[src/source/secv_pkg.sv]
// Core-wide types shared by the SEC-V function units
`default_nettype none

package secv_pkg;

    // Data path width, one machine word
    localparam int XLEN = 32;

    typedef logic [XLEN-1:0] xlen_t;

    // Function unit request from the issue stage
    typedef struct packed {
        logic  ena;     // Single-cycle strobe per instruction
        xlen_t src1;    // Operand 1, rs1 or zero-extended uimm
        xlen_t src2;    // Operand 2, CSR address in [11:0]
    } funit_in_t;

    // Function unit response back to the core
    typedef struct packed {
        logic  rdy;     // Result valid this cycle
        logic  err;     // Illegal instruction
        xlen_t res;     // Result for rd
    } funit_out_t;

    // Idle response, everything low
    function automatic funit_out_t funit_out_default();
        return '0;
    endfunction

    // Zicsr funct3 codes
    // 3'b000 and 3'b100 are not CSR operations
    typedef enum logic [2:0] {
        FUNCT3_CSR_RW  = 3'b001,
        FUNCT3_CSR_RS  = 3'b010,
        FUNCT3_CSR_RC  = 3'b011,
        FUNCT3_CSR_RWI = 3'b101,
        FUNCT3_CSR_RSI = 3'b110,
        FUNCT3_CSR_RCI = 3'b111
    } funct3_csr_t;

endpackage

`default_nettype wire

[src/source/csr_pkg.sv]
// Machine-mode CSR addresses, trap cause types and register field layout
`default_nettype none

package csr_pkg;

    // 12-bit CSR address space
    typedef logic [11:0] csr_adr_t;

    // Machine information and trap setup
    localparam csr_adr_t CSR_MSTATUS  = 12'h300;
    localparam csr_adr_t CSR_MISA     = 12'h301;
    localparam csr_adr_t CSR_MIE      = 12'h304;
    localparam csr_adr_t CSR_MTVEC    = 12'h305;

    // Machine trap handling
    localparam csr_adr_t CSR_MSCRATCH = 12'h340;
    localparam csr_adr_t CSR_MEPC     = 12'h341;
    localparam csr_adr_t CSR_MCAUSE   = 12'h342;
    localparam csr_adr_t CSR_MTVAL    = 12'h343;
    localparam csr_adr_t CSR_MIP      = 12'h344;

    // Hart identification, read only
    localparam csr_adr_t CSR_MHARTID  = 12'hF14;

    // Synchronous exception code
    typedef logic [3:0] ex_cause_t;

    // Machine interrupt codes, also bit index into mip/mie
    typedef enum logic [3:0] {
        IRQ_CAUSE_MSI = 4'd3,
        IRQ_CAUSE_MTI = 4'd7,
        IRQ_CAUSE_MEI = 4'd11
    } irq_cause_t;

    // One bit per interrupt cause
    typedef logic [secv_pkg::XLEN-1:0] ivec_t;

    // mstatus fields
    localparam int MSTATUS_MIE    = 3;
    localparam int MSTATUS_MPIE   = 7;
    localparam int MSTATUS_MPP_LO = 11;
    localparam int MSTATUS_MPP_HI = 12;

    // mtvec mode bit, 1 = vectored
    localparam int MTVEC_MODE = 0;

    // RV32I, MXL = 1 and extension I
    localparam secv_pkg::xlen_t MISA_VALUE = 32'h4000_0100;

    // MSI, MTI and MEI
    localparam ivec_t IRQ_MASK = 32'h0000_0888;

endpackage

`default_nettype wire

[src/source/csr_irq.sv]
// Machine interrupt arbiter with fixed MEI, MSI, MTI priority
`timescale 1ns/100ps
`default_nettype none

module csr_irq (
    input  csr_pkg::ivec_t      irq_pend_i,
    input  logic                irq_ena_i,
    input  csr_pkg::ivec_t      irq_ena_vec_i,
    output logic                irq_req_o,
    output csr_pkg::irq_cause_t irq_cause_o
);
    import csr_pkg::*;

    // Pending, individually enabled and globally enabled
    ivec_t irq_act;

    assign irq_act = irq_ena_i ? (irq_pend_i & irq_ena_vec_i & IRQ_MASK) : '0;

    // Any live cause raises the request
    assign irq_req_o = |irq_act;

    // Fixed priority pick
    always_comb begin
        if (irq_act[IRQ_CAUSE_MEI]) begin
            irq_cause_o = IRQ_CAUSE_MEI;
        end else if (irq_act[IRQ_CAUSE_MSI]) begin
            irq_cause_o = IRQ_CAUSE_MSI;
        end else if (irq_act[IRQ_CAUSE_MTI]) begin
            irq_cause_o = IRQ_CAUSE_MTI;
        end else begin
            // Idle value
            irq_cause_o = IRQ_CAUSE_MEI;
        end
    end

endmodule

`default_nettype wire

[src/source/csr_regs.sv]
// Machine-mode CSR file with trap capture, MRET restore and trap vector
`timescale 1ns/100ps
`default_nettype none

module csr_regs #(
    parameter int HART_ID = 0
) (
    input  logic                  clk_i,
    input  logic                  rst_n_i,

    // Access port from the function unit
    input  csr_pkg::csr_adr_t     csr_adr_i,
    input  logic                  csr_we_i,
    input  secv_pkg::xlen_t       csr_wdat_i,
    output secv_pkg::xlen_t       csr_rdat_o,

    // Trap events
    input  logic                  ex_i,
    input  csr_pkg::ex_cause_t    ex_cause_i,
    input  secv_pkg::xlen_t       trap_pc_i,
    input  secv_pkg::xlen_t       trap_adr_i,
    input  logic                  irq_ack_i,
    input  csr_pkg::irq_cause_t   irq_cause_i,
    input  logic                  mret_i,
    output secv_pkg::xlen_t       trap_vec_o,

    // Interrupt state
    input  csr_pkg::ivec_t        irq_pend_i,
    output logic                  irq_ena_o,
    output csr_pkg::ivec_t        irq_ena_vec_o
);
    import secv_pkg::*;
    import csr_pkg::*;

    // mtvec bit 1 and mepc bits 1:0 are hardwired zero
    localparam xlen_t MTVEC_WMASK = ~xlen_t'(2);
    localparam xlen_t MEPC_WMASK  = ~xlen_t'(3);

    // Machine registers
    logic  mstatus_mie_q;
    logic  mstatus_mpie_q;
    ivec_t mie_q;
    xlen_t mtvec_q;
    xlen_t mscratch_q;
    xlen_t mepc_q;
    xlen_t mcause_q;
    xlen_t mtval_q;

    // Local view of the arbiter request for vector offset
    logic  irq_req;
    xlen_t trap_base;

    // Register updates, trap events win over CSR writes
    always_ff @(posedge clk_i or negedge rst_n_i) begin
        if (!rst_n_i) begin
            mstatus_mie_q  <= 1'b0;
            mstatus_mpie_q <= 1'b0;
            mie_q          <= '0;
            mtvec_q        <= '0;
            mscratch_q     <= '0;
            mepc_q         <= '0;
            mcause_q       <= '0;
            mtval_q        <= '0;
        end else if (ex_i) begin
            mepc_q         <= trap_pc_i & MEPC_WMASK;
            mcause_q       <= {1'b0, {(XLEN-5){1'b0}}, ex_cause_i};
            mtval_q        <= trap_adr_i;
            mstatus_mpie_q <= mstatus_mie_q;
            mstatus_mie_q  <= 1'b0;
        end else if (irq_ack_i) begin
            // Interrupt entry, top bit of mcause marks it
            mepc_q         <= trap_pc_i & MEPC_WMASK;
            mcause_q       <= {1'b1, {(XLEN-5){1'b0}}, irq_cause_i};
            mtval_q        <= '0;
            mstatus_mpie_q <= mstatus_mie_q;
            mstatus_mie_q  <= 1'b0;
        end else if (mret_i) begin
            mstatus_mie_q  <= mstatus_mpie_q;
            mstatus_mpie_q <= 1'b1;
        end else if (csr_we_i) begin
            case (csr_adr_i)
                CSR_MSTATUS: begin
                    mstatus_mie_q  <= csr_wdat_i[MSTATUS_MIE];
                    mstatus_mpie_q <= csr_wdat_i[MSTATUS_MPIE];
                end
                CSR_MIE:      mie_q      <= csr_wdat_i & IRQ_MASK;
                CSR_MTVEC:    mtvec_q    <= csr_wdat_i & MTVEC_WMASK;
                CSR_MSCRATCH: mscratch_q <= csr_wdat_i;
                CSR_MEPC:     mepc_q     <= csr_wdat_i & MEPC_WMASK;
                CSR_MCAUSE:   mcause_q   <= csr_wdat_i;
                CSR_MTVAL:    mtval_q    <= csr_wdat_i;
                // misa, mhartid, mip and holes ignore writes
                default: ;
            endcase
        end
    end

    // Read mux, holes read zero
    always_comb begin
        csr_rdat_o = '0;
        case (csr_adr_i)
            CSR_MSTATUS: begin
                csr_rdat_o[MSTATUS_MIE]  = mstatus_mie_q;
                csr_rdat_o[MSTATUS_MPIE] = mstatus_mpie_q;
                // MPP fixed to machine mode
                csr_rdat_o[MSTATUS_MPP_HI:MSTATUS_MPP_LO] = 2'b11;
            end
            CSR_MISA:     csr_rdat_o = MISA_VALUE;
            CSR_MIE:      csr_rdat_o = mie_q;
            CSR_MTVEC:    csr_rdat_o = mtvec_q;
            CSR_MSCRATCH: csr_rdat_o = mscratch_q;
            CSR_MEPC:     csr_rdat_o = mepc_q;
            CSR_MCAUSE:   csr_rdat_o = mcause_q;
            CSR_MTVAL:    csr_rdat_o = mtval_q;
            CSR_MIP:      csr_rdat_o = irq_pend_i & IRQ_MASK;
            CSR_MHARTID:  csr_rdat_o = xlen_t'(HART_ID);
            default:      csr_rdat_o = '0;
        endcase
    end

    // Same condition as the arbiter request
    assign irq_req = mstatus_mie_q & (|(irq_pend_i & mie_q));

    // Base is 4-byte aligned, offset only for vectored interrupts
    assign trap_base  = {mtvec_q[XLEN-1:2], 2'b00};
    assign trap_vec_o = (mtvec_q[MTVEC_MODE] && irq_req)
                      ? trap_base + {{(XLEN-6){1'b0}}, irq_cause_i, 2'b00}
                      : trap_base;

    assign irq_ena_o     = mstatus_mie_q;
    assign irq_ena_vec_o = mie_q;

endmodule

`default_nettype wire

[src/source/csr.sv]
// Zicsr function unit, decodes the operation and forms the CSR write value
`timescale 1ns/100ps
`default_nettype none

module csr (
    // Function-unit clock and reset
    input  logic                  clk_i,
    input  logic                  rst_n_i,

    // Issue side
    input  secv_pkg::funit_in_t   fu_i,
    output secv_pkg::funit_out_t  fu_o,
    input  secv_pkg::funct3_csr_t funct_i,
    input  logic                  rs1_zero_i,

    // Register file access
    output csr_pkg::csr_adr_t     csr_adr_o,
    output logic                  csr_we_o,
    output secv_pkg::xlen_t       csr_wdat_o,
    input  secv_pkg::xlen_t       csr_rdat_i
);
    import secv_pkg::*;

    always_comb begin
        fu_o       = funit_out_default();
        csr_adr_o  = '0;
        csr_we_o   = 1'b0;
        csr_wdat_o = '0;

        if (fu_i.ena) begin
            // Answer in the same cycle, no stall
            fu_o.rdy  = 1'b1;
            csr_adr_o = fu_i.src2[11:0];

            case (funct_i)
                FUNCT3_CSR_RW,
                FUNCT3_CSR_RWI: begin
                    fu_o.res   = csr_rdat_i;
                    csr_wdat_o = fu_i.src1;
                    csr_we_o   = 1'b1;
                end

                FUNCT3_CSR_RS,
                FUNCT3_CSR_RSI: begin
                    fu_o.res   = csr_rdat_i;
                    csr_wdat_o = csr_rdat_i | fu_i.src1;
                    // x0 or zero uimm, read only
                    csr_we_o   = !rs1_zero_i;
                end

                FUNCT3_CSR_RC,
                FUNCT3_CSR_RCI: begin
                    fu_o.res   = csr_rdat_i;
                    csr_wdat_o = csr_rdat_i & ~fu_i.src1;
                    // x0 or zero uimm, read only
                    csr_we_o   = !rs1_zero_i;
                end

                default: begin
                    // Illegal funct3, no write, result stays zero
                    fu_o.err = 1'b1;
                end
            endcase
        end
    end

endmodule

`default_nettype wire

[src/source/csr_top.sv]
// CSR subsystem top joining function unit, register file and interrupt arbiter
`timescale 1ns/100ps
`default_nettype none

module csr_top #(
    parameter int HART_ID = 0
) (
    input  logic                  clk_i,
    input  logic                  rst_n_i,

    // Function unit
    input  secv_pkg::funit_in_t   fu_i,
    output secv_pkg::funit_out_t  fu_o,
    input  secv_pkg::funct3_csr_t funct_i,
    input  logic                  rs1_zero_i,

    // Traps
    input  logic                  ex_i,
    input  csr_pkg::ex_cause_t    ex_cause_i,
    input  secv_pkg::xlen_t       trap_pc_i,
    input  secv_pkg::xlen_t       trap_adr_i,
    input  logic                  irq_ack_i,
    input  logic                  mret_i,
    output secv_pkg::xlen_t       trap_vec_o,

    // Interrupts
    input  csr_pkg::ivec_t        irq_pend_i,
    output logic                  irq_req_o,
    output csr_pkg::irq_cause_t   irq_cause_o
);
    import secv_pkg::*;
    import csr_pkg::*;

    // Function unit to register file
    csr_adr_t csr_adr;
    logic     csr_we;
    xlen_t    csr_wdat;
    xlen_t    csr_rdat;

    // Register file to arbiter
    logic     irq_ena;
    ivec_t    irq_ena_vec;

    csr u_csr (
        .clk_i      (clk_i),
        .rst_n_i    (rst_n_i),
        .fu_i       (fu_i),
        .fu_o       (fu_o),
        .funct_i    (funct_i),
        .rs1_zero_i (rs1_zero_i),
        .csr_adr_o  (csr_adr),
        .csr_we_o   (csr_we),
        .csr_wdat_o (csr_wdat),
        .csr_rdat_i (csr_rdat)
    );

    csr_regs #(
        .HART_ID (HART_ID)
    ) u_csr_regs (
        .clk_i         (clk_i),
        .rst_n_i       (rst_n_i),
        .csr_adr_i     (csr_adr),
        .csr_we_i      (csr_we),
        .csr_wdat_i    (csr_wdat),
        .csr_rdat_o    (csr_rdat),
        .ex_i          (ex_i),
        .ex_cause_i    (ex_cause_i),
        .trap_pc_i     (trap_pc_i),
        .trap_adr_i    (trap_adr_i),
        .irq_ack_i     (irq_ack_i),
        .irq_cause_i   (irq_cause_o),
        .mret_i        (mret_i),
        .trap_vec_o    (trap_vec_o),
        .irq_pend_i    (irq_pend_i),
        .irq_ena_o     (irq_ena),
        .irq_ena_vec_o (irq_ena_vec)
    );

    csr_irq u_csr_irq (
        .irq_pend_i    (irq_pend_i),
        .irq_ena_i     (irq_ena),
        .irq_ena_vec_i (irq_ena_vec),
        .irq_req_o     (irq_req_o),
        .irq_cause_o   (irq_cause_o)
    );

endmodule

`default_nettype wire

[config.mk]
export PLATFORM = sky130hd
export DESIGN_NAME = csr_top
export DESIGN_NICKNAME = d
export VERILOG_FILES = /design/src/source/secv_pkg.sv /design/src/source/csr_pkg.sv /design/src/source/csr_irq.sv /design/src/source/csr_regs.sv /design/src/source/csr.sv /design/src/source/csr_top.sv
export SDC_FILE = /design/constraint.sdc
export NUM_CORES = 1
export LEC_CHECK = 0
export BUFFER_PORTS_ARGS = -buffer_cell sky130_fd_sc_hd__buf_2
export CORE_UTILIZATION = 35
export DETAILED_ROUTE_END_ITERATION = 8
export PLACE_DENSITY_LB_ADDON = 0.05
export SLEW_MARGIN = 0
export SYNTH_ARGS = -nofsm -noshare
export SYNTH_HDL_FRONTEND = slang
export SYNTH_HIERARCHICAL = 1
export SYNTH_SLANG_ARGS = --single-unit
[constraint.sdc]
create_clock -name clk_i -period 4.8 [get_ports clk_i]
set_input_delay 0.24 -clock clk_i [delete_from_list [all_inputs] [get_ports clk_i]]
set_output_delay 0.24 -clock clk_i [all_outputs]
set_load 0.02 [all_outputs]
# Yosys cells after proc, flatten, opt, wreduce, memory -nomap -nowiden
# Cells that the tools add are included.
[classes]
addsub = 1
eq_ne = 16
mux = 45
bitwise_logic = 8
n_reduce_logical = 22
[op_table]
columns = ["op", "count"]
rows = [
  ["$mux W32", 18],
  ["$pmux W19 S6", 1],
  ["$eq A12 B10 Y1 const B", 9],
  ["$pmux W32 S3", 1],
  ["$reduce_or A32 Y1", 2],
  ["$mux W34", 1],
  ["$add A32 B6 Y32", 1],
  ["$and A32 B12 Y32", 1],
  ["$and A32 B32 Y32", 1],
  ["$not A32 Y32", 1],
  ["$or A32 B32 Y32", 1],
  ["$pmux W3 S5", 2],
  ["$mux W12", 2],
  ["$pmux W3 S6", 1],
  ["$pmux W1 S8", 2],
  ["$pmux W2 S8", 1],
  ["$reduce_and A5 Y1", 3],
  ["$mux W1", 12],
  ["$mux W4", 3],
  ["$reduce_bool A3 Y1", 4],
  ["$eq A3 B3 Y1 const B", 3],
  ["$reduce_and A3 Y1", 3],
  ["$reduce_bool A4 Y1", 2],
  ["$eq A3 B2 Y1 const B", 2],
  ["11 further kinds", 15],
]
[totals]
ff_bits = 164
in_bits = 174
output_inout_bits = 71

# Depth between registers and ports, before layout
[depth]
depth_word = 11
ltp_mapped = 15

# Cells and area by module
# The synthesis kept the hierarchy.
[modules_own_cells]
columns = ["module", "instances", "cells_per_inst", "area_per_inst_um2"]
rows = [
  ["csr_regs", 1, 901, 8994.9],
  ["csr", 1, 164, 1127.3],
  ["csr_irq", 1, 10, 67.6],
]

# Worst setup path before layout
# No wires, ideal clock.
[synth_timing]
path_type = "flip-flop to output port"
from = "reg u_csr_regs.mstatus_mie_q, in the netlist u_csr_regs/irq_ena_o"
to = "out trap_vec_o[18]"
arrival_time_ps = 2852
required_time_ps = 4560
slack_ps = 1708
stages_incl_launch_ff = 9
n_path_buf = 0
path_cell_list = "dfrtp_1 and3_4 a211oi_1 ha_1 a21o_1 a21oi_1 nor4_1 nand3_1 xnor2_1"
[synth_between]
elab_chain_cells = 6
elab_cells_between_ends = 8
classes_between = "add/sub: 1; mux: 5; bitwise: 1; reduce/logical: 1"
[synth_lines]
columns = ["item", "line_no", "source"]
rows = [
  ["start: declaration", "csr_regs.sv:40", "logic mstatus_mie_q;"],
  ["start signal: assignment", "csr_regs.sv:78", "mstatus_mie_q <= mstatus_mpie_q;"],
  ["start signal: assignment", "csr_regs.sv:83", "mstatus_mie_q <= csr_wdat_i[MSTATUS_MIE];"],
  ["$mux W12 *", "csr_irq.sv:17", "assign irq_act = irq_ena_i ? (irq_pend_i & irq_ena_vec_i & IRQ_MASK) : '0;"],
  ["$mux W4", "csr_irq.sv:28", "end else if (irq_act[IRQ_CAUSE_MTI]) begin"],
  ["$mux W4", "csr_irq.sv:26", "end else if (irq_act[IRQ_CAUSE_MSI]) begin"],
  ["$mux W4 *", "csr_irq.sv:24", "if (irq_act[IRQ_CAUSE_MEI]) begin"],
  ["net irq_cause_o[2]", "csr_top.sv:29", "output csr_pkg::irq_cause_t irq_cause_o"],
  ["$add A32 B6 Y32 *", "csr_regs.sv:127", "? trap_base + {{(XLEN-6){1'b0}}, irq_cause_i, 2'b00}"],
  ["$mux W32 *", "csr_regs.sv:127", ""],
  ["end: declaration", "csr_top.sv:24", "output secv_pkg::xlen_t trap_vec_o,"],
]
# Mark *: on every way through the listed nets, which the timed path passes. The rest lies on a longest branch.

# Final worst setup path
[layout_timing]
from = "reg u_csr_regs.mstatus_mie_q, in the netlist u_csr_regs/irq_ena_o"
to = "out trap_vec_o[22]"
[layout_between]
elab_chain_cells = 6
elab_cells_between_ends = 8
classes_between = "add/sub: 1; mux: 5; bitwise: 1; reduce/logical: 1"
[layout_lines]
columns = ["item", "line_no"]
rows = [
  ["$mux W12", "csr_irq.sv:17"],
  ["$mux W4", "csr_irq.sv:28"],
  ["$mux W4", "csr_irq.sv:26"],
  ["$mux W4", "csr_irq.sv:24"],
  ["$add A32 B6 Y32", "csr_regs.sv:127"],
  ["$mux W32 *", "csr_regs.sv:127"],
]
# Mark *: on every way between the ends. The rest lies on a longest branch, timed or not.

==> metrics <==
status finished with violations; failing checks negative hold slack; Sinks on Clock Net 162; Clock Tree Root clkbuf_16; Worst Hold Class input port to async pin; FF-to-FF Start u_csr_regs/mtval_q[7]$_DFFE_PN0P_; Slew HR 28.7%; WP buf/inv 1; Total GRT Usage 25.4%; Reg clk slew, reported paths 0.07 ns; port bufs 188; Fin Setup TNS 0 ns; worst vdd ir 0.000223 V; initial antenna violation count 0; setup ws final 0.840 ns; endpoint class of the critical path output pin; critical path depth 8; synthesized cell area 9970 µm²; starting density of the core 35.7%; Logic pwr share 11.3%; total of warnings raised by yosys 6; RSZ-0062 raised after global routing false; Avg WL per Cell 22.4 µm; reg-to-reg endpoint u_csr_regs/mstatus_mpie_q$_DFFE_PN0P_; setup bufs post-CTS 0; CTS H-tree lvls 4; Post-DP HPWL 23.3 mm; power share of the clock group 44.1%; TritonCTS clock tree yes; GP Congestion 0.774; Worst Setup Start Kind flop; layout cell share with drive strength beyond 1 26.3%; core area 27900 µm²; Leakage 5.31 nW; Switching Share 27.6%; Layout Cells excl Fill 1592; crit path cell chain and3_4 -> or3_1 -> ha_1 -> a21oi_1 -> nor4_1 -> nand3_1 -> xnor2_1 -> buf_2; r2r worst-path depth 11; total inserted antenna cells 0; final worst-path cycle share 82.5%; internal power 2.34 mW; Die Ht 171 µm; Peak Freq 0.253 GHz; register area 4050 µm²; Slew Limit Fails 0; Final ANT Viol Nets 0; Worst-Margin Slew 1.06 ns; Clock Skew 0.00873 ns; die width 171 µm; internal reg-to-reg setup slack 2.44 ns; crit-path leading delay family simple AND/OR/NAND/NOR gates; area grow syn2layout 18.6%; Psw 0.893 mW; Skew-Pair Late Insertion Delay 0.43 ns; Cells after Synth 1046; Remaining Overflow, GRT 0; MaxCap Viol Count 0; pre-CTS WS 0.777 ns; final setup vio count 0; Longest Clk Path Bufs 2; CP Class flop to output pin; IO Pins 245; Critical Path Start u_csr_regs/irq_ena_o$_DFFE_PN0P_; power density over the cells 274 nW/µm²; fin area 11800 µm²; Remaining DRCs 0; FP Rows 61; placed cells 1557; Num CTS Buffers 17; WP data required 4.56 ns; Critical Path Fanout Max 7; CP max stage cell nor4_1; DRT iter0 DRCs 480; Mapped Avg Cell Area 9.53 µm²; pin count of the biggest net entering global routing 163; Fin. Hold Viols 41; CP endpoint trap_vec_o[22]; vias in the first global route 8623; DR vias 8558; post-layout min period 3.96 ns; arrival time at the worst endpoint 3.72 ns; Nets 1380; sequential fraction of design power 44.6%; final hold slack -0.0619 ns; Multi-input gate area 5420 µm²; first-pass GRT wire length 54.2 mm; DR pass1 iterations 5; Slowest Stage Delay on Critical Path 0.96 ns; DP Area 11200 µm²; Fill cells 2851; Via density 5.38; WL final 35.7 mm; die area 29200 µm²; PnR Total Power 3.24 mW
worst min path at each step:
stage                                        endpoint  slack, ns
global route        u_csr_regs/mtval_q[2]$_DFFE_PN0P_      0.004
floorplan            u_csr_regs/irq_ena_o$_DFFE_PN0P_      -0.06
detailed placement   u_csr_regs/mepc_q[3]$_DFFE_PN0P_       0.45
global placement    u_csr_regs/mepc_q[12]$_DFFE_PN0P_       0.45
finish              u_csr_regs/mtval_q[2]$_DFFE_PN0P_      -0.06
CTS                 u_csr_regs/mepc_q[25]$_DFFE_PN0P_     0.0004
power by group through the flow:
stage / sequential (mW) / combinational [mW] / clock, mW
floorplan: 1.46 / 0.208 / 0
global placement: 1.47 / 0.365 / 0
detailed placement: 1.47 / 0.367 / 0
CTS: 1.44 / 0.369 / 1.46
global route: 1.45 / 0.404 / 1.51
finish: 1.44 / 0.366 / 1.43
worst register-to-register path, delay by kind of cell (launching register included):
kind,cells,cell delay [ns]
AO/OA/AOI/OAI,5,0.81
buffers and inverters,1,0.20
flip-flops,1,0.39
multiplexers,2,0.42
AND/OR/NAND/NOR,3,0.44
state kept, by name (all words and copies together), names as in the netlist:
register and flops:
u_csr_regs/mcause_q 32, u_csr_regs/mepc_q 30, u_csr_regs/mscratch_q 32, u_csr_regs/mtval_q 32, u_csr_regs/irq_ena_o 1, u_csr_regs/mtvec_q 31
u_csr_regs/irq_ena_vec_o 3, u_csr_regs/mstatus_mpie_q 1
cell type report:
class,count,share of cell area [%]
Multi-Input combinational cell,793,45.8
Sequential cell,162,34.3
Timing Repair Buffer,222,10.5
Tap cell,378,4.00
Clock buffer,18,3.71
Clock inverter,14,1.45
Inverter,5,0.159
layer usage:
layer  track usage, %  wire length [µm]  share of wire (%)
met1             35.9             16800                 47
met5                0                 0                  0
met4             6.74               565                1.6
met2             40.6             16500                 46
met3             3.19              1910                5.3
metrics by stage:
step / util (%) / hold slack [ns]
final: 42.3 / -0.0619
after global routing: 42.3 / 0.00376
after CTS: 42.3 / 0.000376
after detailed placement: 40.0 / 0.455
after global placement: 40.0 / 0.449
after floorplan: - / -0.0556
cells in the final DEF, fill, tap and decap left out, types with 4 or more instances in the layout:
cell,count
nand2_1,200
buf_2,187
dfrtp_1,162
mux2i_1,93
o21ai_1,62
a22oi_1,59
and2_1,47
mux2_2,45
o22ai_1,33
a21oi_1,33
mux2_1,31
buf_4,28
o221ai_1,24
xnor2_1,24
clkbuf_16,17
nand3_1,16
nor2_1,15
nand4_1,10
o21ai_0,9
nor3_1,6
nor4_1,6
clkinv_4,5
nor2b_1,5
a22o_1,5
and3_1,5
inv_6,4
inv_1,4
conb_1,4
a222oi_1,4
xor2_1,4
ha_1,4
what timing repair did:
| item | in CTS | in global routing |
|---|---|---|
| hold buffers | 3 | 0 |
| hold endpoints to repair | 3 | 0 |
| gates resized for setup | 0 | 0 |
| setup endpoints to repair | 0 | 0 |
No activity file was read; power rests on OpenSTA's default activity.
